### config.mk
export PLATFORM = sky130hd
export DESIGN_NAME = io_read_return_flat
export DESIGN_NICKNAME = d
export VERILOG_FILES = /design/src/verilog/io_pkg.sv /design/src/verilog/io_bus_if.sv /design/src/verilog/io_read_return.sv /design/src/flat_wrapper.sv
export SDC_FILE = /design/constraint.sdc
export NUM_CORES = 1
export LEC_CHECK = 0
export ABC_CLOCK_PERIOD_IN_PS = 1300
export BUFFER_PORTS_ARGS = -buffer_cell sky130_fd_sc_hd__clkbuf_2
export CORE_ASPECT_RATIO = 0.75
export CORE_UTILIZATION = 39
export DETAILED_ROUTE_END_ITERATION = 10
export GPL_TIMING_DRIVEN = 0
export PLACE_DENSITY = 0.83
export RECOVER_POWER = 50
export SETUP_SLACK_MARGIN = 0.05
export SYNTH_ARGS = -nofsm -noshare
export SYNTH_HDL_FRONTEND = slang
export SYNTH_SLANG_ARGS = --single-unit
### constraint.sdc
create_clock -name clk -period 1.3 [get_ports clk]
set_clock_uncertainty 0.05 [all_clocks]
set_input_delay 0.13 -clock clk [delete_from_list [all_inputs] [get_ports clk]]
set_output_delay 0.13 -clock clk [all_outputs]
set_load 0.005 [all_outputs]
### src/verilog/io_pkg.sv
package io_pkg;

  // --------------------
  // bus geometry
  // --------------------
  localparam int IO_ADR_W = 16;  // master address width
  localparam int IO_DAT_W = 8;   // master data width

  // --------------------
  // address map
  // --------------------
  localparam logic [11:0] BTN_LED_BASE = 12'hB20;  // adr[15:4], buttons in / leds out
  localparam logic [11:0] SW_BASE      = 12'hB22;  // adr[15:4], slide switches
  localparam logic [1:0]  RAM_SEL      = 2'b01;    // adr[15:14], 4000..7fff

  // returned on reads that hit no window
  localparam logic [IO_DAT_W-1:0] UNMAPPED_DATA = 8'hFF;

  // --------------------
  // defaults, overridden from the top level
  // --------------------
  localparam int DEF_RAM_AW          = 10;  // 1 KiB, aliases inside the 16 KiB window
  localparam int DEF_DEBOUNCE_CYCLES = 16;
  localparam int NUM_BTNS            = 5;   // right, left, down, up, center

  // which window an access lands in
  typedef enum logic [1:0] {
    REGION_NONE,
    REGION_BTN_LED,
    REGION_SW,
    REGION_RAM
  } io_region_e;

  // bus direction
  typedef enum logic {
    OP_READ,
    OP_WRITE
  } io_op_e;

endpackage

### src/verilog/io_bus_if.sv
`timescale 1ns/1ns

// request from the decode stage, responses from the execute stage
interface io_bus_if import io_pkg::*; ();

  logic                req_valid;  // one-cycle pulse per accepted access
  io_region_e          region;     // held until next request
  io_op_e              op;
  logic [IO_ADR_W-1:0] adr;
  logic [IO_DAT_W-1:0] wdat;

  logic [IO_DAT_W-1:0] regs_rdat;  // register windows + unmapped
  logic                regs_done;
  logic [IO_DAT_W-1:0] ram_rdat;   // scratch ram
  logic                ram_done;

  modport dec (
    output req_valid, region, op, adr, wdat
  );

  // each execute block drives only the response of its own windows
  modport exe (
    input  req_valid, region, op, adr, wdat,
    output regs_done, regs_rdat, ram_done, ram_rdat
  );

  modport res (
    input req_valid, region, op, adr, wdat,
    input regs_done, regs_rdat, ram_done, ram_rdat
  );

endinterface

### src/verilog/io_read_return.sv
`timescale 1ns/1ns

module io_read_return import io_pkg::*; (
  input  logic                clk,
  input  logic                arst_n_i,
  output logic                ack_o,
  output logic [IO_DAT_W-1:0] dat_o,
  io_bus_if.res               bus
);

  logic                done_any;
  logic [IO_DAT_W-1:0] resp_dat_d;
  logic                resp_valid_q;  // response latch stage
  logic [IO_DAT_W-1:0] resp_dat_q;

  assign done_any = bus.regs_done || bus.ram_done;

  // region is still the captured one, decode holds it
  always_comb begin
    if (bus.op == OP_WRITE) begin
      resp_dat_d = '0;  // nothing to return on writes
    end else if (bus.region == REGION_RAM) begin
      resp_dat_d = bus.ram_rdat;
    end else begin
      resp_dat_d = bus.regs_rdat;
    end
  end

  // --------------------
  // response latch
  // --------------------
  always_ff @(posedge clk or negedge arst_n_i) begin
    if (!arst_n_i) begin
      resp_valid_q <= 1'b0;
    end else begin
      resp_valid_q <= done_any;
    end
  end

  always_ff @(posedge clk) begin
    if (done_any) begin
      resp_dat_q <= resp_dat_d;
    end
  end

  // --------------------
  // bus side
  // --------------------
  always_ff @(posedge clk or negedge arst_n_i) begin
    if (!arst_n_i) begin
      ack_o <= 1'b0;
      dat_o <= '0;
    end else begin
      ack_o <= resp_valid_q;  // single pulse per done
      if (resp_valid_q) begin
        dat_o <= resp_dat_q;  // held until the next access
      end
    end
  end

  a_ack_pulse: assert property (@(posedge clk) disable iff (!arst_n_i)
    ack_o |=> !ack_o);

endmodule

### src/flat_wrapper.sv
// flat-port wrapper written by rule: the top's interface ports become plain ports
module io_read_return_flat import io_pkg::*;
  (clk, arst_n_i, ack_o, dat_o, bus_req_valid, bus_region, bus_op, bus_adr, bus_wdat, bus_regs_done, bus_regs_rdat, bus_ram_done, bus_ram_rdat);
  io_bus_if bus_i ();
  input  logic clk;
  input  logic arst_n_i;
  output logic ack_o;
  output logic [IO_DAT_W-1:0] dat_o;
  input wire logic [$bits(bus_i.req_valid)-1:0] bus_req_valid;
  input wire logic [$bits(bus_i.region)-1:0] bus_region;
  input wire logic [$bits(bus_i.op)-1:0] bus_op;
  input wire logic [$bits(bus_i.adr)-1:0] bus_adr;
  input wire logic [$bits(bus_i.wdat)-1:0] bus_wdat;
  input wire logic [$bits(bus_i.regs_done)-1:0] bus_regs_done;
  input wire logic [$bits(bus_i.regs_rdat)-1:0] bus_regs_rdat;
  input wire logic [$bits(bus_i.ram_done)-1:0] bus_ram_done;
  input wire logic [$bits(bus_i.ram_rdat)-1:0] bus_ram_rdat;
  assign bus_i.req_valid = bus_req_valid;
  assign bus_i.region = bus_region;
  assign bus_i.op = bus_op;
  assign bus_i.adr = bus_adr;
  assign bus_i.wdat = bus_wdat;
  assign bus_i.regs_done = bus_regs_done;
  assign bus_i.regs_rdat = bus_regs_rdat;
  assign bus_i.ram_done = bus_ram_done;
  assign bus_i.ram_rdat = bus_ram_rdat;
  io_read_return u_core (.clk(clk), .arst_n_i(arst_n_i), .ack_o(ack_o), .dat_o(dat_o), .bus(bus_i));
endmodule
; Word level (Yosys, flattened, before mapping)
; Cells that the tools add are included.
[op_classes]
eq_ne = 1
n_mux = 1
reduce_logical = 1
[op_table]
columns = cell, n
row1 = $mux W8, 1
row2 = $eq A2 B2 Y1 const B, 1
row3 = $logic_or A1 B1 Y1, 1
[totals]
ff_bits = 18
in_bits = 48
output_inout_bits = 9
wordCells = 7

; Depth between registers and ports, before layout
; Gate-level depths: netlist of the first run.
[depth]
depth_word = 2
depth_mapped = 4
depth_no_buf = 2

; Worst setup path before layout of the first run
; No wires, ideal clock.
[synth_path]
path_type = register to register
from = register u_core.resp_valid_q
to = register u_core.dat_o[0]
setup_time_ps = 125
arrival_time_ps = 823
setup_slack_ps = 303
stages_incl_launch_ff = 3
cell_sequence = dfrtp_1 > buf_2 > mux2_2
[synth_lines]
columns = item, line_no
row1 = "start, declared", io_read_return.sv:13  ; logic resp_valid_q;
row2 = "start signal, assigned", io_read_return.sv:36  ; resp_valid_q <= done_any;
row3 = "end signal, assigned", io_read_return.sv:56  ; dat_o <= resp_dat_q;
row4 = "end, declared", io_read_return.sv:7  ; output logic [IO_DAT_W-1:0] dat_o,
; No word-level cell between the ends.

; Worst setup path in the final report of the first run
[layout_path]
from = register u_core.resp_valid_q
to = register u_core.dat_o[7]
; No word-level cell between the ends.

==> impl_results.md, run 1 <==
- Status: finished, final reports clean
- Rel. slew slack: 0.652
- Num CTS Buffers: 3
- Drt drc: 0
- Worst EP required: 1420 ps
- Pin count of the biggest net entering global routing: 11
- Hold Path Cell Cnt: 3
- DRT antenna net count: 0
- Fin crit period: 1070 ps
- Worst-path maximum fanout: 8
- CP peak stage delay: 350 ps
- Area grow syn2layout: 24.3%
- DR WL/cell: 10.9 µm
- Die Width: 54.2 µm
- Full die area: 0.00223 mm²
- Post-synth top area share: 0.313
- Placed wire-length estimate: 999 µm
- Flop-to-flop setup slack: 230 ps
- Worst hold path class: in -> reg
- Worst Path Arrival: 1190 ps
- Port bufs: 28
- Setup violations, final: 0
- Syn. warnings: 0
- CTS root buffer: clkbuf_4
- FMAX: 938 MHz
- Register area share after synthesis: 0.614
- CP bufs+invs: 1
- Final setup TNS: 0 ps
- Top delay family on crit path: flip-flops
- Gpl congestion: 0.740
- Fin. Hold Viols: 0
- H-tree lvl count: 1
- Crit path max-delay cell type: dfrtp_1
- Syn Nets: 105
- Core Rows: 13
- Post-CTS setup buffers: 0
- Drt total wl: 1230 µm
- Synth Register Bits: 18
- Cells after Synth: 57
- Cell taking the most area after synthesis: dfrtp_1
- Startpoint types: flop
- Fin cells: 112
- Grt total ovfl: 0
- Worst-path clk slew: 90 ps
- Post-Syn Area: 798 µm²
- Number of nets in the layout: 139
- End of the worst register-to-register path: u_core.dat_o[7]$_DFFE_PN0P_
- Core area: 0.00182 mm²
- Worst-Margin Slew: 522 ps
- Initial core utilization: 0.438
- Antenna cell count: 0
- Vias: 530
- Maximum vdd ir drop: 759 µV
- Clock Sink Count: 18
- Critical path class: reg -> reg
- Core Util, Final: 0.545
- Syn Area/Cell: 14.0 µm²
- Crit end category: flop
- Yosys cell types: 12
- Tcrit/Tclk final: 0.820
- P per Cell Area: 1130 mW/mm²
- Initial antenna violation count: 0
- Worst-Skew Late Latency: 280 ps
- GR Util All Layers: 0.128
- Proportion of layout cells with a drive suffix above 1: 0.489
- RSZ-0062 raised after global routing: false
- Quantity of gates resized following cts: 0
- Number of global-route vias before repair: 434
- Iteration-0 DRC Markers: 5
- Main area contributors after synthesis: dfrtp_1 (31%), edfxtp_1 (30%), mux2_2 (11%)
- HP Start: bus_ram_rdat[7]
- Pwr Total: 1.12 mW
- Pleak: 0.468 nW
- Die Y: 41.2 µm
- Placed Instances: 107
- Detailed-router iteration count before antenna repair: 4
- Ports: 57
- Max clock buf depth: 2
- Max Slew Vio Count: 0
- Crit-path cells: buf_2, mux2_2
- MaxCap Viol Count: 0
- First-pass GRT wire length: 1860 µm
- CTS tree: yes
- Vias/cell: 4.73
- Worst reg2reg startpoint: u_core.resp_valid_q$_DFF_PN0_
- Hold Path End: u_core.resp_dat_q[7]$_SDFFCE_PP0P_
- Worst R2R Path Depth: 2
stage by stage:
step | setup WS, ps | instance area, µm² | hold slack, ps
finish | 233 | 992 | 152
global route | 195 | 992 | 135
CTS | 234 | 1000 | 118
detailed placement | 246 | 966 | -49.7
global placement | 260 | 966 | -52.8
floorplan | 303 | 798 | -216
kinds of logic after synthesis:
family / count (synthesis) / share of synthesized area
buffers and inverters: 6 / 0.0643
AND/OR/NAND/NOR: 9 / 0.0580
multiplexers: 8 / 0.113
flip-flops: 18 / 0.614
AO/OA/AOI/OAI: 16 / 0.150
per-layer routing:
layer / up-vias / track usage / wire [µm]
li1: 273 / - / -
met1: 223 / 0.166 / 640
met2: 34 / 0.183 / 467
met3: 0 / 0.0556 / 117
met4: 0 / 0.0577 / 0
met5: - / 0 / 0
registers in the layout, indices dropped and copies added (netlist names):
register	flops
u_core.ack_o	1
u_core.dat_o	8
u_core.resp_dat_q	8
u_core.resp_valid_q	1
tightest hold or removal path, stage by stage:
cell	delay, ps
clkbuf_2	80
nand3_1	60
a21oi_1	60
Yosys cell counts, drive strengths merged:
cell type / count
or2: 1
dfrtp: 10
buf: 6
a21bo: 8
a21oi: 8
edfxtp: 8
mux2: 8
nand3: 8
final cells by class:
cell class                      instances  area (µm²)
Timing Repair Buffer                   29         149
Clock inverter                          1        3.75
Clock buffer                            3        22.5
Buffer                                  6        42.5
Tap cell                               22        27.5
Sequential cell                        18         490
Fill cell                             163         830
Multi-Input combinational cell         33         256
repair_timing:
action | CTS | global route
setup endpoints to repair | 0 | 0
endpoints found under the hold margin | 10 | 0
hold buffers | 1 | 0
where the power goes:
part	total, mW	switching, mW	leakage [nW]	internal [mW]
combinational	0.173	0.0704	0.248	0.102
clock	0.262	0.150	0.0154	0.111
sequential	0.685	0.0265	0.204	0.659
worst max-delay path by stage:
stage / start / endpoint / cells past startpoint
global route: u_core.resp_valid_q$_DFF_PN0_ / u_core.dat_o[7]$_DFFE_PN0P_ / 2
global placement: u_core.resp_valid_q$_DFF_PN0_ / u_core.dat_o[3]$_DFFE_PN0P_ / 2
finish: u_core.resp_valid_q$_DFF_PN0_ / u_core.dat_o[7]$_DFFE_PN0P_ / 2
detailed placement: u_core.resp_valid_q$_DFF_PN0_ / u_core.dat_o[1]$_DFFE_PN0P_ / 2
floorplan: u_core.resp_valid_q$_DFF_PN0_ / u_core.dat_o[0]$_DFFE_PN0P_ / 2
CTS: u_core.resp_valid_q$_DFF_PN0_ / u_core.dat_o[1]$_DFFE_PN0P_ / 2
layout by cell type (no fill, tap or decap), drive strengths merged:
| cell type | count |
|---|---|
| dfrtp | 10 |
| nand3 | 8 |
| buf | 4 |
| clkinv | 1 |
| clkbuf | 33 |
| a21oi | 8 |
| dlygate4sd3 | 1 |
| mux2 | 8 |
| edfxtp | 8 |
| or2 | 1 |
| a21bo | 8 |
Note: power is estimated with default switching activity, not from simulation.
==> run 2: changes to the inputs <==
--- a/config.mk
+++ b/config.mk
@@ -5,13 +5,13 @@
 export SDC_FILE = /design/constraint.sdc
 export NUM_CORES = 1
 export LEC_CHECK = 0
-export ABC_CLOCK_PERIOD_IN_PS = 1300
+export ABC_CLOCK_PERIOD_IN_PS = 920
 export BUFFER_PORTS_ARGS = -buffer_cell sky130_fd_sc_hd__clkbuf_2
 export CORE_ASPECT_RATIO = 0.75
-export CORE_UTILIZATION = 39
+export CORE_UTILIZATION = 35
 export DETAILED_ROUTE_END_ITERATION = 10
 export GPL_TIMING_DRIVEN = 0
-export PLACE_DENSITY = 0.83
+export PLACE_DENSITY = 0.79
 export RECOVER_POWER = 50
 export SETUP_SLACK_MARGIN = 0.05
 export SYNTH_ARGS = -nofsm -noshare
==> constraint.sdc (replaced) <==
create_clock -name clk -period 0.92 [get_ports clk]
set_clock_uncertainty 0.05 [all_clocks]
set_input_delay 0.092 -clock clk [delete_from_list [all_inputs] [get_ports clk]]
set_output_delay 0.092 -clock clk [all_outputs]
set_load 0.005 [all_outputs]
==> impl_results.md, run 2 (synthesis results as in run 1) <==
- Status: finished with violations
- Failing checks: design-rule violations, negative setup slack
- Max Slew Vio Count: 0 (unchanged)
- Drt drc: 5 (+5)
- Placed wire-length estimate: 1010 µm (+0.60%)
- Crit end category: flop
- Gpl congestion: 0.715 (-3.3%)
- Num CTS Buffers: 3 (unchanged)
- Sequential cell area: 490 µm² (unchanged)
- RSZ-0062 raised after global routing: true
- Worst R2R Path Depth: 2 (unchanged)
- Startpoint types: flop
- Fin cells: 119 (+6.3%)
- CTS root buffer: clkbuf_4
- Setup violations, final: 15 (+15)
- Initial antenna violation count: 0 (unchanged)
- Detailed-router iteration count before antenna repair: 9 (+5)
- DR WL/cell: 11.6 µm (+5.8%)
- Proportion of layout cells with a drive suffix above 1: 0.526 (+0.0374)
- Commonest non-fill, non-tap cell in the layout: clkbuf_2
- Max clock buf depth: 2 (unchanged)
- DRT antenna net count: 0 (unchanged)
- Maximum vdd ir drop: 605 µV (-20%)
- Most frequent cells in the layout: clkbuf_2 (28), dfrtp_1 (10)
- Port bufs: 28 (unchanged)
- Worst-Margin Slew: 545 ps (+22.5 ps)
- CTS tree: yes
- Critical path class: reg -> reg
- Pin count of the biggest net entering global routing: 11 (unchanged)
- Top flop regs: u_core.dat_o x8, u_core.resp_dat_q x8
- Worst-path clk slew: 80 ps (about the same)
- Slack of the critical path: -92.5 ps (-326 ps)
- Antenna cell count: 0 (unchanged)
- Iteration-0 DRC Markers: 29 (+24)
- Full die area: 0.00248 mm² (+11%)
- Number of global-route vias before repair: 481 (+11%)
- Placed Instances: 109 (+1.9%)
- First-pass GRT wire length: 2100 µm (+13%)
- Final setup TNS: -752 ps (-752 ps)
- Core Rows: 14 (+1)
- Die Y: 43.4 µm (+5.3%)
- Initial core utilization: 0.383 (-0.0552)
- Worst-Skew Late Latency: 280 ps (about the same)
- Drt total wl: 1380 µm (+12%)
- FMAX: 988 MHz (+5.3%)
- Grt total ovfl: 0 (unchanged)
- Tcrit/Tclk final: 1.10 (+0.280)
- MaxCap Viol Count: 0 (unchanged)
- Vias: 557 (+5.1%)
- Worst EP required: 1040 ps (-380 ps)
- Core area: 0.00208 mm² (+14%)
- Fin crit period: 1010 ps (-54.1 ps)
- Filler Cells Inserted: 192 (+18%)
- Worst-path maximum fanout: 8 (unchanged)
- Hold Path Cell Cnt: 3 (unchanged)
- Fin. Hold Viols: 0 (unchanged)
- GR Util All Layers: 0.119 (-0.00835)
- Pwr Total: 1.67 mW (+49%)
- Rel. slew slack: 0.637 (-0.0150)
- Pleak: 0.533 nW (+14%)
- Multi-input logic area: 287 µm² (+12%)
- Vias/cell: 4.68 (-1.1%)
- Clock Sink Count: 18 (unchanged)
- Number of nets in the layout: 144 (+3.6%)
- Ports: 57 (unchanged)
- Worst hold path class: in -> reg
- Core Util, Final: 0.513 (-0.0314)
- P per Cell Area: 1560 mW/mm² (+38%)
- Worst Path Arrival: 1130 ps (-60 ps)
- H-tree lvl count: 1 (unchanged)
- Die Width: 57.1 µm (+5.4%)
- Area grow syn2layout: 34.0%
==> run 2: layout make-up <==
type                    count  share of cell area
multi-input cells          33               0.268
plain buffers               6              0.0468
clock buffers               3              0.0211
clock inverters             1             0.00351
flip-flops and latches     18               0.458
repair buffers             34               0.174
well taps                  24              0.0281
==> run 2: critical path, cell delays in order, from the launching register on <==
cell     delay (ps)
dfrtp_1         400
buf_6           160
mux2_4          290
==> run 2: worst paths after layout <==
path	to	slack, ps	start
worst max register to register	u_core.dat_o[1]$_DFFE_PN0P_	-90	u_core.resp_valid_q$_DFF_PN0_
max in group asynchronous	u_core.dat_o[1]$_DFFE_PN0P_	260	arst_n_i
min in group asynchronous	u_core.dat_o[3]$_DFFE_PN0P_	220	arst_n_i
worst min register to register	u_core.ack_o$_DFF_PN0_	360	u_core.resp_valid_q$_DFF_PN0_
worst max-delay path	u_core.dat_o[1]$_DFFE_PN0P_	-90	u_core.resp_valid_q$_DFF_PN0_
worst min-delay path	u_core.resp_dat_q[4]$_SDFFCE_PP0P_	120	bus_ram_rdat[4]
==> run 2: routing by layer <==
metal  vias to the layer above  routed length [µm]  share of wire  global-route usage
met5                         -                   0              0                   0
met4                         0                   0              0              0.0293
met3                         0                 155           0.11              0.0657
met2                        34                 553           0.40               0.160
met1                       241                 669           0.49               0.168
li1                        282                   -              -                   -
==> run 2: what timing repair did <==
action	CTS	global route
endpoints found under the hold margin	10	0
setup buffers	0	5
resized for setup	0	8
cloned	0	0
setup endpoints to repair	17	17
hold buffers	1	0
==> run 2: through the flow <==
step | hold slack, ps | cell area, µm² | worst slack, ps
after floorplan | -254 | 805 | -27.8
after detailed placement | -84.4 | 975 | -65.3
after global routing | 110 | 1070 | -116
after global placement | -88.7 | 975 | -52.1
after CTS | 103 | 1010 | -77.9
final | 117 | 1070 | -92.5
==> run 2: power breakdown <==
part / leakage (nW) / internal, mW / switching, mW
Combinational: 0.314 / 0.208 / 0.115
Sequential: 0.204 / 0.931 / 0.0394
Clock: 0.0154 / 0.157 / 0.215
Total: 0.533 / 1.30 / 0.370
==> run 3: changes to the inputs <==
--- a/config.mk
+++ b/config.mk
@@ -8,9 +8,11 @@
 export ABC_CLOCK_PERIOD_IN_PS = 920
 export BUFFER_PORTS_ARGS = -buffer_cell sky130_fd_sc_hd__clkbuf_2
 export CORE_ASPECT_RATIO = 0.75
+export CORE_MARGIN = 5
 export CORE_UTILIZATION = 35
 export DETAILED_ROUTE_END_ITERATION = 10
 export GPL_TIMING_DRIVEN = 0
+export MAX_ROUTING_LAYER = met4
 export PLACE_DENSITY = 0.79
 export RECOVER_POWER = 50
 export SETUP_SLACK_MARGIN = 0.05
==> impl_results.md, run 3 (synthesis results as in run 1) <==
- Met3 GRT Util: 0.0286 (-0.0371)
- Rel. slew slack: 0.620 (-0.0165)
- Iteration-0 DRC Markers: 11 (-62%)
- DR WL/cell: 12.6 µm (+9.2%)
- CTS tree: yes
- Status: finished with violations
- Vias/cell: 4.64 (-0.90%)
- Fin cells: 119 (unchanged)
- Grt total ovfl: 0 (unchanged)
- Crit end category: flop
- Maximum vdd ir drop: 420 µV (-31%)
- Full die area: 0.00335 mm² (+35%)
- Tcrit/Tclk final: 1.09 (-0.0126)
- Number of nets in the layout: 143 (-0.69%)
- Fin. Hold Viols: 0 (unchanged)
- Drt total wl: 1510 µm (+9.2%)
- Port bufs: 28 (unchanged)
- Core area: 0.00223 mm² (+7.1%)
- MaxCap Viol Count: 0 (unchanged)
- Clock Sink Count: 18 (unchanged)
- Critical path class: reg -> reg
- Die Y: 51.4 µm (+18%)
- Worst-Margin Slew: 569 ps (+24.7 ps)
- First-pass GRT wire length: 2510 µm (+19%)
- Worst-path maximum fanout: 8 (unchanged)
- Detailed-router iteration count before antenna repair: 3 (-6)
- Fin crit period: 1000 ps (-11.6 ps)
- Flop-to-flop setup slack: -80 ps (about the same)
- Worst hold path class: in -> reg
- P per Cell Area: 1570 mW/mm² (+0.51%)
- Drt drc: 0 (-5)
- Area grow syn2layout: 33.2%
- H-tree lvl count: 1 (unchanged)
- Met2 usage: 0.165 (+0.00469)
- CTS root buffer: clkbuf_4
- GR Util All Layers: 0.102 (-0.0172)
- Number of global-route vias before repair: 580 (+21%)
- Pleak: 0.528 nW (-1.0%)
- DP Area: 976 µm² (+0.13%)
- Max Slew Vio Count: 0 (unchanged)
- Worst EP required: 1040 ps (about the same)
- RSZ-0062 raised after global routing: true
- Worst-path clk slew: 100 ps (+20 ps)
- Num CTS Buffers: 3 (unchanged)
- Max clock buf depth: 2 (unchanged)
- Antenna cell count: 0 (unchanged)
- Top flop regs: u_core.dat_o x8, u_core.resp_dat_q x8
- Worst Path Arrival: 1120 ps (about the same)
- Slack of the critical path: -80.9 ps (+11.6 ps)
- DRT antenna net count: 0 (unchanged)
- Startpoint types: flop
- Most frequent cells in the layout: clkbuf_2 (28), dfrtp_1 (10)
- Design area: 0.00106 mm² (-0.59%)
- Initial antenna violation count: 0 (unchanged)
- Placed wire-length estimate: 1200 µm (+20%)
- Initial core utilization: 0.357 (-0.0255)
- Ports: 57 (unchanged)
- Met1 Use GR: 0.113 (-0.0545)
- Core Rows: 15 (+1)
- Setup violations, final: 11 (-4)
- Grt peak-use layer: met2
- Gpl congestion: 0.705 (-1.5%)
- Vias: 552 (-0.90%)
- Commonest non-fill, non-tap cell in the layout: clkbuf_2
- Placed Instances: 110 (+0.92%)
- Pwr Total: 1.67 mW (about the same)
- Failing checks: negative setup slack
- Die Width: 65.1 µm (+14%)
- Pin count of the biggest net entering global routing: 11 (unchanged)
- Proportion of layout cells with a drive suffix above 1: 0.521 (-0.00504)
- FMAX: 999 MHz (+1.2%)
- Worst-Skew Late Latency: 280 ps (about the same)
==> run 3: changes by cell type in the layout (fill, tap and decap cells not counted), sizes merged <==
cell | before | now
clkbuf | 33 | 34
buf | 9 | 8
clkinv | 1 | 0
==> run 3: metrics by stage <==
step / setup TNS (ps) / utilization / hold slack, ps / setup WS (ps)
CTS: -751 / 0.458 / 85.7 / -80.3
global placement: -357 / 0.437 / -93.3 / -44.8
floorplan: -223 / - / -254 / -27.8
finish: -621 / 0.476 / 102 / -80.9
detailed placement: -521 / 0.437 / -86.9 / -70.9
global route: -1270 / 0.476 / 93.3 / -119
==> run 3: report_power, final <==
group / internal, mW / switching, mW
clock: 0.168 / 0.213
combinational: 0.201 / 0.116
sequential: 0.931 / 0.0358
==> run 3: worst max-delay path, stage by stage (launching register included) <==
cell     delay, ps
dfrtp_1        390
buf_6          160
mux2_4         290
==> run 3: path summary, 6_finish.rpt <==
path / start / to / cells past startpoint
max in group asynchronous: arst_n_i / u_core.dat_o[1]$_DFFE_PN0P_ / 2
setup reg to reg: u_core.resp_valid_q$_DFF_PN0_ / u_core.dat_o[3]$_DFFE_PN0P_ / 2
min in group asynchronous: arst_n_i / u_core.dat_o[5]$_DFFE_PN0P_ / 2
hold reg to reg: u_core.resp_valid_q$_DFF_PN0_ / u_core.ack_o$_DFF_PN0_ / 0
hold / removal: bus_ram_rdat[5] / u_core.resp_dat_q[5]$_SDFFCE_PP0P_ / 3
setup / recovery: u_core.resp_valid_q$_DFF_PN0_ / u_core.dat_o[3]$_DFFE_PN0P_ / 2
==> run 3: final cells by class <==
| cell class | count | area [µm²] |
|---|---|---|
| Timing Repair Buffer | 33 | 179 |
| Clock buffer | 4 | 26.3 |
| Multi-Input combinational cell | 33 | 287 |
| Fill cell | 212 | 1170 |
| Sequential cell | 18 | 490 |
| Tap cell | 25 | 31.3 |
| Buffer | 6 | 50.0 |
==> run 3: per-layer routing <==
layer  part of all wire  vias to the layer above
met1               0.43                      252
li1                   -                      281
met2               0.50                       17
met4             0.0073                        0
met3              0.058                        2
met5                  0                        -
==> run 3: timing repair <==
item | in CTS | in global routing
endpoints found under the setup margin | 17 | 17
pin swaps | 0 | 0
buffers inserted | 1 | 3
hold buffers | 1 | 0
endpoints found under the hold margin | 10 | 0
gates resized for setup | 1 | 7
