===== src/verilog/io_pkg.sv =====
package io_pkg;

  // --------------------
  // bus geometry
  // --------------------
  localparam int IO_ADR_W = 16;  // master address width
  localparam int IO_DAT_W = 8;   // master data width

  // --------------------
  // address map
  // --------------------
  localparam logic [11:0] BTN_LED_BASE = 12'hB20;  // adr[15:4], buttons in / leds out
  localparam logic [11:0] SW_BASE      = 12'hB22;  // adr[15:4], slide switches
  localparam logic [1:0]  RAM_SEL      = 2'b01;    // adr[15:14], 4000..7fff

  // returned on reads that hit no window
  localparam logic [IO_DAT_W-1:0] UNMAPPED_DATA = 8'hFF;

  // --------------------
  // defaults, overridden from the top level
  // --------------------
  localparam int DEF_RAM_AW          = 10;  // 1 KiB, aliases inside the 16 KiB window
  localparam int DEF_DEBOUNCE_CYCLES = 16;
  localparam int NUM_BTNS            = 5;   // right, left, down, up, center

  // which window an access lands in
  typedef enum logic [1:0] {
    REGION_NONE,
    REGION_BTN_LED,
    REGION_SW,
    REGION_RAM
  } io_region_e;

  // bus direction
  typedef enum logic {
    OP_READ,
    OP_WRITE
  } io_op_e;

endpackage


===== src/verilog/io_bus_if.sv =====
`timescale 1ns/1ns

// request from the decode stage, responses from the execute stage
interface io_bus_if import io_pkg::*; ();

  logic                req_valid;  // one-cycle pulse per accepted access
  io_region_e          region;     // held until next request
  io_op_e              op;
  logic [IO_ADR_W-1:0] adr;
  logic [IO_DAT_W-1:0] wdat;

  logic [IO_DAT_W-1:0] regs_rdat;  // register windows + unmapped
  logic                regs_done;
  logic [IO_DAT_W-1:0] ram_rdat;   // scratch ram
  logic                ram_done;

  modport dec (
    output req_valid, region, op, adr, wdat
  );

  // each execute block drives only the response of its own windows
  modport exe (
    input  req_valid, region, op, adr, wdat,
    output regs_done, regs_rdat, ram_done, ram_rdat
  );

  modport res (
    input req_valid, region, op, adr, wdat,
    input regs_done, regs_rdat, ram_done, ram_rdat
  );

endinterface


===== src/verilog/io_addr_decode.sv =====
`timescale 1ns/1ns

module io_addr_decode import io_pkg::*; (
  input  logic                clk,
  input  logic                arst_n_i,
  input  logic                cyc_i,
  input  logic                stb_i,
  input  logic                we_i,
  input  logic [IO_ADR_W-1:0] adr_i,
  input  logic [IO_DAT_W-1:0] dat_i,
  input  logic                ack_i,     // registered ack from the return stage
  io_bus_if.dec               bus
);

  typedef enum logic {
    ST_IDLE,
    ST_BUSY
  } dec_state_e;

  dec_state_e state_q;
  io_region_e region_d;
  logic       new_req;

  // master holds cyc/stb until ack, so only take it when idle
  assign new_req = cyc_i && stb_i && (state_q == ST_IDLE);

  // window select on the upper address bits
  always_comb begin
    if (adr_i[IO_ADR_W-1:4] == BTN_LED_BASE) begin
      region_d = REGION_BTN_LED;
    end else if (adr_i[IO_ADR_W-1:4] == SW_BASE) begin
      region_d = REGION_SW;
    end else if (adr_i[IO_ADR_W-1:IO_ADR_W-2] == RAM_SEL) begin
      region_d = REGION_RAM;
    end else begin
      region_d = REGION_NONE;  // falls through to unmapped
    end
  end

  // --------------------
  // control
  // --------------------
  always_ff @(posedge clk or negedge arst_n_i) begin
    if (!arst_n_i) begin
      state_q       <= ST_IDLE;
      bus.req_valid <= 1'b0;
      bus.region    <= REGION_NONE;
      bus.op        <= OP_READ;
    end else begin
      bus.req_valid <= new_req;  // single pulse, state blocks a repeat
      if (new_req) begin
        bus.region <= region_d;
        bus.op     <= we_i ? OP_WRITE : OP_READ;
      end
      case (state_q)
        ST_IDLE: if (new_req) state_q <= ST_BUSY;
        ST_BUSY: if (ack_i) state_q <= ST_IDLE;  // free on the edge after ack
        default: state_q <= ST_IDLE;
      endcase
    end
  end

  // payload capture
  always_ff @(posedge clk) begin
    if (new_req) begin
      bus.adr  <= adr_i;
      bus.wdat <= dat_i;
    end
  end

  // the return stage only acknowledges a request in flight
  a_ack_in_flight: assert property (@(posedge clk) disable iff (!arst_n_i)
    ack_i |-> state_q == ST_BUSY);

  // at most one request in flight
  a_req_single: assert property (@(posedge clk) disable iff (!arst_n_i)
    bus.req_valid |=> !bus.req_valid);

endmodule


===== src/flat_wrapper.sv =====
// flat-port wrapper written by rule: the top's interface ports become plain ports
module io_addr_decode_flat import io_pkg::*;
  (clk, arst_n_i, cyc_i, stb_i, we_i, adr_i, dat_i, ack_i, bus_req_valid, bus_region, bus_op, bus_adr, bus_wdat);
  io_bus_if bus_i ();
  input  logic clk;
  input  logic arst_n_i;
  input  logic cyc_i;
  input  logic stb_i;
  input  logic we_i;
  input  logic [IO_ADR_W-1:0] adr_i;
  input  logic [IO_DAT_W-1:0] dat_i;
  input  logic ack_i;
  output wire logic [$bits(bus_i.req_valid)-1:0] bus_req_valid;
  output wire logic [$bits(bus_i.region)-1:0] bus_region;
  output wire logic [$bits(bus_i.op)-1:0] bus_op;
  output wire logic [$bits(bus_i.adr)-1:0] bus_adr;
  output wire logic [$bits(bus_i.wdat)-1:0] bus_wdat;
  assign bus_req_valid = bus_i.req_valid;
  assign bus_region = bus_i.region;
  assign bus_op = bus_i.op;
  assign bus_adr = bus_i.adr;
  assign bus_wdat = bus_i.wdat;
  io_addr_decode u_core (.clk(clk), .arst_n_i(arst_n_i), .cyc_i(cyc_i), .stb_i(stb_i), .we_i(we_i), .adr_i(adr_i), .dat_i(dat_i), .ack_i(ack_i), .bus(bus_i));
endmodule

===== config.mk =====
export PLATFORM = sky130hd
export DESIGN_NAME = io_addr_decode_flat
export DESIGN_NICKNAME = d
export VERILOG_FILES = /design/src/verilog/io_pkg.sv /design/src/verilog/io_bus_if.sv /design/src/verilog/io_addr_decode.sv /design/src/flat_wrapper.sv
export SDC_FILE = /design/constraint.sdc
export NUM_CORES = 1
export LEC_CHECK = 0
export BUFFER_PORTS_ARGS = -buffer_cell sky130_fd_sc_hd__buf_4
export CAP_MARGIN = 25
export CORE_UTILIZATION = 37
export DETAILED_ROUTE_END_ITERATION = 12
export PLACE_DENSITY = 0.74
export SYNTH_ARGS = -nofsm -noshare
export SYNTH_HDL_FRONTEND = slang
export SYNTH_SLANG_ARGS = --single-unit

===== constraint.sdc =====
create_clock -name clk -period 2.06 [get_ports clk]
set_input_delay 0.206 -clock clk [delete_from_list [all_inputs] [get_ports clk]]
set_output_delay 0.206 -clock clk [all_outputs]
set_load 0.02 [all_outputs]

Word-level counts from Yosys, hierarchy flattened

Cells that the tools add are included.

Flip-flop bits (word level): 29
Bits of input ports: 30
Output and inout port bits: 28
Word-level logic and storage cells: 19

Equality and inequality tests: 3
Multiplexer cells: 7
Bitwise operators: 1
Reduce and logical (&&, ||, !) cells: 2

Operators with widths:

| operator               | number |
|---|---|
| $eq A12 B12 Y1 const B | 2 |
| $mux W2                | 3 |
| $mux W1                | 3 |
| $eq A2 B1 Y1 const B   | 1 |
| $logic_and A1 B1 Y1    | 2 |
| $pmux W1 S2            | 1 |
| $not A1 Y1             | 1 |

Logic depth before layout (Yosys ltp)

Gate-level depths: netlist of run 1.

Depth after elaboration: 4
Mapped depth: 4
Gate-level depth less buffers: 3

Least setup slack after synthesis of run 1

Ideal clock, no wire load.

Kind: reg-to-reg
From: register u_core.state_q
To: register u_core.bus.region[0]
Library setup time: 122 ps
Data arrival time: 1,863 ps
Required time: 1,938 ps
Path slack: 76 ps
Stages on the path, launching flop included: 5
Path buffers: 1
Clock period less this slack: 1,984 ps
Cell sequence: dfrtp_1 and3b_1 clkbuf_1 o21ai_0 o22a_1

Cells in the longest elaborated chain, start to end: 2

Ends and longest elaborated chain:

| element                  | line                 | text |
|---|---|---|
| start, declared          | io_addr_decode.sv:20 | `dec_state_e state_q;` |
| start signal, assigned   | io_addr_decode.sv:45 | `state_q <= ST_IDLE;` |
| start signal, assigned   | io_addr_decode.sv:56 | `ST_IDLE: if (new_req) state_q <= ST_BUSY;` |
| start signal, assigned   | io_addr_decode.sv:57 | `ST_BUSY: if (ack_i) state_q <= ST_IDLE;` |
| $not A1 Y1               | io_addr_decode.sv:25 | `assign new_req = cyc_i && stb_i && (state_q == ST_IDLE);` |
| $logic_and A1 B1 Y1      | io_addr_decode.sv:25 |  |
| named net u_core.new_req | io_addr_decode.sv:22 | `logic new_req;` |
| end signal, assigned     | io_addr_decode.sv:52 | `bus.region <= region_d;` |
| end, declared            | io_bus_if.sv:18      | `output req_valid, region, op, adr, wdat` |

The timed path passes the listed nets, and every way through them passes these cells.
A chain may end at the register's enable or synchronous reset.

Worst setup path after layout of run 1

From: register u_core.state_q
To: register u_core.bus.op

Cells in the longest elaborated chain, start to end: 2

Ends and longest elaborated chain:

| element              | line                 | text |
|---|---|---|
| $not A1 Y1           | io_addr_decode.sv:25 |  |
| $logic_and A1 B1 Y1  | io_addr_decode.sv:25 |  |
| end signal, assigned | io_addr_decode.sv:53 | `bus.op <= we_i ? OP_WRITE : OP_READ;` |
| end, declared        | io_bus_if.sv:18      |  |

Every way passes these cells.

==> flow_metrics.py, run 1 <==
metrics = {
    "run_status": {
        "status": "finished, final reports clean",
    },
    "clock_network": {
        "cts_buffers": 5,
        "clkTransAtPathRegs_ps": 90,
        "root_buffer": "clkbuf_4",
        "cts_setup_buffers": 0,
        "h-tree-depth": 2,
        "worstSkewPairLatency_ps": 310,
        "clock_sinks": 29,
        "cts_tree": "done",
        "clockBufferDepth": 2,
    },
    "layout": {
        "finalInstanceArea_mm2": 0.00151,
        "n_antenna_cell": 0,
        "fin_nets": 140,
        "syn_to_final_growth_pct": 58.5,
        "layout-drive-gt1-share_pct": 62.2,
        "post-route-util_pct": 61.5,
    },
    "timing": {
        "finalMaxSlewViolations": 0,
        "rsz0062_at_grt": "false",
        "timing.hold.ws_ps": 63.1,
        "slew_headroom_pct": 83.4,
        "tns_ps": 0,
        "min_period_over_period_pct": 69.2,
        "setup_violations": 0,
        "finClkSkew_ps": 7.60,
        "worst_pin_slew_ps": 247,
        "hold_viol_final": 0,
        "finalWorstSetupSlack_ps": 635,
        "fmax_ghz": 0.702,
        "layout_min_cycle_time_ps": 1430,
    },
    "pwr": {
        "power_density_mw_per_mm2": 830,
        "p_leak_nw": 0.661,
        "peakVddDrop_mv": 0.605,
    },
    "critical_path": {
        "path_max_fanout": 10,
        "reg2reg_to": "u_core.bus.op",
        "worstRegToRegCells": 3,
        "rr_startpoint": "u_core.state_q",
        "arrival_ps": 1630,
        "crit_type": "reg -> reg",
        "crit_path_start": "u_core.state_q",
        "start_kind": "flop",
        "reg2reg_slack_ps": 630,
        "end_kind": "flop",
        "crit_end": "u_core.bus.op",
        "worstPathRequired_ps": 2270,
    },
    "run": {
        "maxCapViolations": 0,
    },
    "logic_synthesis": {
        "synth.largest_area_cell": "edfxtp_1",
        "synth_warnings": 0,
        "syn_inst": 44,
        "ys_seq_area_share_pct": 88.8,
        "ys_ff_latch": 29,
        "syn-num-nets": 74,
        "synth_area_um2": 952,
        "postSynthAreaPerCell_um2": 21.6,
        "synthDominantCellAreaShare_pct": 75.7,
        "synth.area.top_cells": "edfxtp_1 76%, dfrtp_1 13%, o22a_1 1.8%, or4b_4 1.4%, nor4_1 1.3%",
        "ys_types": 13,
    },
    "placement": {
        "place_area_mm2": 0.00143,
        "hpwl_um": 1370,
        "numPortBuffers": 57,
        "gp_congestion": 0.661,
        "preCtsSetupSlack_ps": 599,
    },
    "detailed_routing": {
        "via_count": 654,
        "drtPass1Iterations": 4,
        "drtAntennaViolNets": 0,
        "first_iter_violations": 7,
        "post_drt_wl_per_cell_um": 12.5,
        "routed_via_density": 4.64,
        "wl_um": 1770,
        "drc_errors": 0,
    },
    "global_route": {
        "grt_pass1_vias": 614,
        "antenna_found_initial": 0,
        "grt.total_usage_pct": 13.9,
        "grt_pass1_wl_um": 2500,
        "grt_max_degree": 16,
        "grt_overflow": 0,
    },
    "floorplanning": {
        "rows": 18,
        "core_mm2": 0.00245,
        "fp.dieH_um": 52.7,
        "initial_utilization_pct": 38.8,
        "die_area_mm2": 0.00278,
        "die_w_um": 52.7,
        "pin_count": 58,
    },
    "worst_hold_path": {
        "hold_class": "in -> reg",
    },
}
## worst min-delay path by stage
stage,start,end,slack [ps],cells after the start
global placement,arst_n_i,u_core.bus.region[0],10,1
floorplan,arst_n_i,u_core.bus.op,-90,0
CTS,dat_i[7],u_core.bus.wdat[7],50,1
finish,dat_i[6],u_core.bus.wdat[6],60,1
detailed placement,arst_n_i,u_core.bus.region[0],10,1
global route,dat_i[7],u_core.bus.wdat[7],50,1
## layout make-up
class / instances / area, um^2
clock inverter: 1 / 5.00
sequential: 29 / 846
timing repair buffer: 60 / 453
clock buffer: 7 / 65.1
tap: 30 / 37.5
fill: 190 / 946
inverter: 3 / 11.3
multi-input combinational: 11 / 91.3
## worst max-delay path: stages (launching register included)
cell and delay [ps]:
dfrtp_1 390, and3b_1 350, buf_4 240, mux2_2 340
## layout by cell type (no fill, tap or decap), drive strengths merged
master,count
and3b,1
edfxtp,24
inv,3
o21ai,1
or4b,1
nor4,2
or3,1
o22a,2
a21o,1
mux2,1
nand4b,1
clkinv,1
clkbuf,7
dlygate4sd3,1
dfrtp,5
buf,59
## cell families (layout without fill, tap and decap cells)
family,count (synthesis),in the layout,synth area share [%]
simple gates,6,6,5.26
mux,1,1,1.18
compound gates,4,4,3.15
flops,29,29,88.8
buf+inv,4,71,1.58
## per-layer routing
metal / vias up / GRT usage [%] / part of all wire, %
met1: 304 / 14.8 / 40
met3: 4 / 6.67 / 9.9
met5: - / 0 / 0
li1: 304 / - / -
met2: 42 / 21.5 / 49
met4: 0 / 9.21 / 1.5
## state kept, by name, summed over array words and instances, names as in the netlist
| register | count |
|---|---|
| u_core.bus.adr | 16 |
| u_core.bus.wdat | 8 |
| u_core.bus.region | 2 |
| u_core.bus.op | 1 |
| u_core.bus.req_valid | 1 |
| u_core.state_q | 1 |
## report_power, final
part           internal, mW  switching (mW)  leakage, nW
Combinational        0.0932          0.0860        0.336
Sequential            0.677          0.0158        0.283
Clock                 0.198           0.183       0.0413
## per-stage QoR
step	power (mW)	std cells
after floorplan	0.776	44
after global placement	0.881	132
after detailed placement	0.885	132
after CTS	1.27	141
after global routing	1.30	141
final	1.25	141
## cells in the mapped netlist
cell type,instances
a21o_1,1
and3b_1,1
clkbuf_1,1
dfrtp_1,5
edfxtp_1,24
inv_1,3
mux2_2,1
nand4b_1,1
nor4_1,2
o21ai_0,1
o22a_1,2
or3_1,1
or4b_4,1
## timing repair
| item | 4_1_cts | 5_1_grt |
|---|---|---|
| hold buffers | 1 | 0 |
| resized for setup | 0 | 0 |
| hold endpoints to repair | 5 | 0 |
Note: power is estimated with default switching activity, not from simulation.
==> run 2: changes to the inputs <==
Settings changed: CORE_UTILIZATION 37 to 41, PLACE_DENSITY 0.74 to 0.78.
Clock period 2.06 ns to 1.4 ns, I/O delays scaled along.
==> run 2 against run 1 <==
- sequential share of layout area fell by 7.0 points
- register-to-register slack got worse by 500 ps
- wire length rose by 53%
- combinational power rose by 83%
- via count rose by 13%
- flip-flop and latch count did not move
- clock-buffer cell count did not move
- worst setup slack got worse by 580 ps
- critical path type is now in -> reg
==> flow_metrics.py, run 2 (same netlist as run 1, synthesis figures left out) <==
metrics = {
    "floorplanning": {
        "initial_utilization_pct": 43.5,
        "die_w_um": 50.2,
        "die_area_mm2": 0.00252,
        "rows": 17,
        "fp.dieH_um": 50.2,
        "core_mm2": 0.00219,
        "pin_count": 58,
    },
    "critical_path": {
        "cpPeakStageDelay_ps": 570,
        "crit_path_start": "adr_i[4]",
        "start_kind": "input pin",
        "cp_slowest_cell": "dlygate4sd3_1",
        "rr_startpoint": "u_core.state_q",
        "arrival_ps": 1600,
        "worstRegToRegCells": 2,
        "crit_type": "in -> reg",
        "path_cells": "dlygate4sd3_1 > buf_4 > or3_1 > nor4_2 > o22a_1",
        "end_kind": "flop",
        "crit_end": "u_core.bus.region[0]",
        "reg2reg_slack_ps": 130,
        "reg2reg_to": "u_core.bus.adr[12]",
        "worstPathRequired_ps": 1660,
        "path_max_fanout": 2,
    },
    "layout": {
        "final_common_cell": "buf_4",
        "largest_registers": "u_core.bus.adr x16, u_core.bus.wdat x8, u_core.bus.region x2",
        "n_antenna_cell": 0,
        "final_cell_mix": "58 x buf_4, 24 x edfxtp_1, 23 x dlygate4sd3_1, 5 x clkbuf_4, 5 x dfrtp_1",
        "largest_register": "u_core.bus.adr",
        "layout-drive-gt1-share_pct": 50.4,
        "syn_to_final_growth_pct": 81.1,
        "fin_nets": 162,
        "finalInstanceArea_mm2": 0.00172,
        "fill_cells": 107,
        "post-route-util_pct": 78.7,
        "largest_reg_flops": 16,
    },
    "detailed_routing": {
        "routed_via_density": 4.61,
        "drtPass1Iterations": 4,
        "post_drt_wl_per_cell_um": 16.8,
        "drc_errors": 0,
        "wl_um": 2710,
        "first_iter_violations": 19,
        "drtAntennaViolNets": 0,
        "via_count": 742,
    },
    "clock_network": {
        "cts_setup_buffers": 0,
        "cts_buffers": 5,
        "clkTransAtPathRegs_ps": 80,
        "clockBufferDepth": 2,
        "worstSkewPairLatency_ps": 340,
        "cts_tree": "done",
        "clock_sinks": 29,
        "h-tree-depth": 2,
        "root_buffer": "clkbuf_4",
    },
    "placement": {
        "preCtsSetupSlack_ps": 134,
        "hpwl_um": 1470,
        "numPortBuffers": 57,
        "gp_congestion": 0.667,
        "place_area_mm2": 0.00144,
    },
    "global_route": {
        "grt_pass1_vias": 786,
        "grt_max_degree": 18,
        "grt_overflow": 0,
        "grt_pass1_wl_um": 4110,
        "grt.total_usage_pct": 25.1,
        "antenna_found_initial": 0,
    },
    "run": {
        "maxCapViolations": 0,
    },
    "timing": {
        "layout_min_cycle_time_ps": 1340,
        "slew_headroom_pct": 81.5,
        "hold_viol_final": 0,
        "rsz0062_at_grt": "false",
        "finClkSkew_ps": 26.3,
        "setup_violations": 0,
        "finalWorstSetupSlack_ps": 58.6,
        "finalMaxSlewViolations": 0,
        "fmax_ghz": 0.746,
        "tns_ps": 0,
        "worst_pin_slew_ps": 278,
        "min_period_over_period_pct": 95.8,
    },
    "worst_hold_path": {
        "min_path_cells": 1,
        "hold_class": "in -> reg",
    },
    "pwr": {
        "p_leak_nw": 0.741,
        "power_density_mw_per_mm2": 1060,
        "peakVddDrop_mv": 0.803,
    },
    "run_status": {
        "status": "finished, final reports clean",
    },
}
-- run 2: area by class of cell --
type | instances | area [um^2] | area share (%)
Inverter | 3 | 11.3 | 0.653
Clock buffer | 7 | 45.0 | 2.61
Timing Repair Buffer | 82 | 686 | 39.8
Clock inverter | 1 | 3.75 | 0.218
Tap cell | 28 | 35.0 | 2.03
Sequential cell | 29 | 846 | 49.1
Multi-Input combinational cell | 11 | 97.6 | 5.66
-- run 2: per-stage QoR --
| stage | total power, mW | std cells | hold WS, ps |
|---|---|---|---|
| after floorplan | 1.14 | 44 | -156 |
| after global placement | 1.30 | 130 | -57.2 |
| after detailed placement | 1.31 | 130 | -56.4 |
| after CTS | 1.81 | 161 | 2.65 |
| after global routing | 1.90 | 161 | 0.831 |
| final | 1.83 | 161 | 11.3 |
-- run 2: report_power, final --
group          switching [mW]  total [mW]  internal, mW  leakage (nW)
Sequential             0.0249        1.02         0.997         0.283
Combinational           0.145       0.327         0.182         0.432
Clock                   0.286       0.478         0.193        0.0269
Total                   0.456        1.83          1.37         0.741
-- run 2: worst min path at each step --
| stage | end | slack, ps | start |
|---|---|---|---|
| after floorplan | u_core.bus.op | -160 | arst_n_i |
| after global placement | u_core.bus.region[0] | -60 | arst_n_i |
| after detailed placement | u_core.bus.region[1] | -60 | arst_n_i |
| after CTS | u_core.bus.adr[5] | 3 | adr_i[5] |
| after global routing | u_core.bus.adr[15] | 0.8 | adr_i[15] |
| final | u_core.bus.adr[15] | 10 | adr_i[15] |
-- run 2: worst max-delay path: cells and delay by family --
kind	cells	cell delay, ps
AND/OR/NAND/NOR	2	590
AO/OA/AOI/OAI	1	160
buffers and inverters	2	720
-- run 2: routing by layer --
layer  share of wire (%)  vias up  track usage (%)
li1                    -      346                -
met1                  40      350             29.1
met2                  51       44             39.1
met3                 8.3        2             10.9
met4                0.78        0             12.9
met5                   0        -                0
-- run 2: what timing repair did --
| action | in CTS | in global routing |
|---|---|---|
| hold endpoints to repair | 27 | 0 |
| hold buffers | 23 | 0 |
| setup endpoints to repair | 0 | 1 |
| gates resized for setup | 0 | 1 |
==> run 3: changes to the inputs <==
Settings changed: CORE_UTILIZATION 41 to 43, CTS_BUF_LIST from default to sky130_fd_sc_hd__clkbuf_4, PLACE_DENSITY 0.78 to 0.81.
==> run 3 against run 2 <==
- global-route usage decreased by 2.5 points
- clock skew down 21 ps
- sequential share of layout area grew 1.2 points
- power down 2.6%
- sequential power barely moved
- register-to-register slack barely moved
==> flow_metrics.py, run 3 (same netlist as run 1, synthesis figures left out) <==
metrics = {
    "run_status": {
        "status": "finished, final reports clean",
    },
    "worst_hold_path": {
        "hold_path_end": "u_core.bus.adr[13]",
        "hold_class": "in -> reg",
        "min-delay-start": "adr_i[13]",
        "min_path_cells": 1,
    },
    "timing": {
        "worst_pin_slew_ps": 265,
        "finClkSkew_ps": 5.29,
        "layout_min_cycle_time_ps": 1370,
        "timing.hold.ws_ps": 25.7,
        "min_period_over_period_pct": 98.1,
        "slew_headroom_pct": 82.4,
        "setup_violations": 0,
        "fmax_ghz": 0.728,
        "tns_ps": 0,
        "finalWorstSetupSlack_ps": 27.1,
        "hold_viol_final": 0,
        "rsz0062_at_grt": "false",
        "finalMaxSlewViolations": 0,
    },
    "pwr": {
        "seq_power_share_pct": 57.3,
        "power.total_mw": 1.78,
        "power_frac_comb_pct": 18.1,
        "p_int_mw": 1.35,
        "p_leak_nw": 0.728,
        "switchingPower_mw": 0.427,
        "power_density_mw_per_mm2": 1060,
        "p_sw_share_pct": 24.0,
        "peakVddDrop_mv": 0.964,
        "clkPwrFrac_pct": 24.6,
    },
    "placement": {
        "hpwl_um": 1520,
        "dp_cells": 129,
        "preCtsSetupSlack_ps": 152,
        "numPortBuffers": 57,
        "place_area_mm2": 0.00144,
        "gp_congestion": 0.743,
    },
    "floorplanning": {
        "core_mm2": 0.00202,
        "die_w_um": 49.1,
        "die_area_mm2": 0.00241,
        "fp.dieH_um": 49.1,
        "initial_utilization_pct": 47.1,
        "pin_count": 58,
        "rows": 16,
    },
    "clock_network": {
        "root_buffer": "clkbuf_4",
        "cts_setup_buffers": 0,
        "cts_tree": "done",
        "clkTransAtPathRegs_ps": 80,
        "clock_sinks": 29,
        "cts_buffers": 5,
        "h-tree-depth": 2,
        "clockBufferDepth": 2,
        "worstSkewPairLatency_ps": 310,
    },
    "layout": {
        "fin_nets": 158,
        "largest_reg_flops": 16,
        "n_antenna_cell": 0,
        "final_cell_mix": "58 x buf_4, 24 x edfxtp_1, 19 x dlygate4sd3_1, 5 x clkbuf_4, 5 x dfrtp_1",
        "finalInstanceArea_mm2": 0.00168,
        "final_common_cell": "buf_4",
        "largest_registers": "u_core.bus.adr x16, u_core.bus.wdat x8, u_core.bus.region x2",
        "fill_cells": 100,
        "multi_input_area_um2": 97.6,
        "syn_to_final_growth_pct": 76.9,
        "layout-drive-gt1-share_pct": 52.7,
        "final-seq-area_um2": 846,
        "post-route-util_pct": 83.3,
        "stdcell_count": 156,
        "largest_register": "u_core.bus.adr",
    },
    "critical_path": {
        "worstPathRequired_ps": 1650,
        "crit_type": "in -> reg",
        "path_max_fanout": 2,
        "cp_slowest_cell": "dlygate4sd3_1",
        "reg2reg_slack_ps": 140,
        "path_cells": "dlygate4sd3_1 > buf_4 > or3_1 > nor4_1 > o22a_1",
        "cpPeakStageDelay_ps": 550,
        "start_kind": "input pin",
        "reg2reg_to": "u_core.bus.region[0]",
        "end_kind": "flop",
        "arrival_ps": 1620,
        "worstRegToRegCells": 3,
        "rr_startpoint": "u_core.state_q",
    },
    "detailed_routing": {
        "drtAntennaViolNets": 0,
        "routed_via_density": 4.77,
        "via_count": 744,
        "drc_errors": 0,
        "first_iter_violations": 16,
        "drtPass1Iterations": 4,
        "post_drt_wl_per_cell_um": 17.3,
        "wl_um": 2690,
    },
    "global_route": {
        "grt_pass1_vias": 692,
        "grt_pass1_wl_um": 3760,
        "antenna_found_initial": 0,
        "grt_overflow": 0,
        "grt_max_degree": 20,
        "grt.total_usage_pct": 22.6,
    },
    "run": {
        "maxCapViolations": 0,
    },
}
-- run 3: changes by cell type in the layout (fill, tap and decap cells not counted), sizes merged --
| cell | previous run | this run |
|---|---|---|
| clkbuf | 7 | 5 |
| clkinv | 1 | 3 |
| dlygate4sd3 | 23 | 19 |
-- run 3: layout make-up --
cell class | count | share of cell area (%)
well taps | 27 | 2.01
clock inverters | 3 | 0.743
flip-flops and latches | 29 | 50.2
repair buffers | 78 | 38.3
clock buffers | 5 | 2.23
multi-input cells | 11 | 5.79
inverters | 3 | 0.669
-- run 3: worst max-delay path by stage --
stage / from / to / slack, ps / cells past startpoint
3_3_place_gp: u_core.state_q / u_core.bus.wdat[6] / 200 / 2
4_1_cts: adr_i[9] / u_core.bus.region[0] / 40 / 5
2_1_floorplan: u_core.state_q / u_core.bus.op / 60 / 3
6_report: adr_i[4] / u_core.bus.region[0] / 30 / 5
3_5_place_dp: adr_i[8] / u_core.bus.region[0] / 150 / 4
5_1_grt: adr_i[4] / u_core.bus.region[0] / 20 / 5
-- run 3: per-layer routing --
metal  track usage (%)  share of wire [%]
met1              23.1                 37
met2              42.1                 54
met3              8.10                9.1
met4              7.35                  0
met5                 0                  0
-- run 3: timing repair --
item                                   CTS  global route
endpoints found under the hold margin   17             6
setup endpoints to repair                0             1
hold buffers                            13             6
gates resized for setup                  0             1
-- run 3: power by group through the flow --
stage               sequential (mW)  clock (mW)  combinational (mW)
floorplan                      1.10           0              0.0431
global placement               1.04           0               0.263
detailed placement             1.04           0               0.270
CTS                            1.02       0.447               0.300
global route                   1.02       0.486               0.338
finish                         1.02       0.439               0.322
-- run 3: critical path: cells and delay by family --
family	cells	cell delay, ps
buffers and inverters	2	690
and+or+nand+nor	2	620
AOI/OAI and AO/OA	1	170
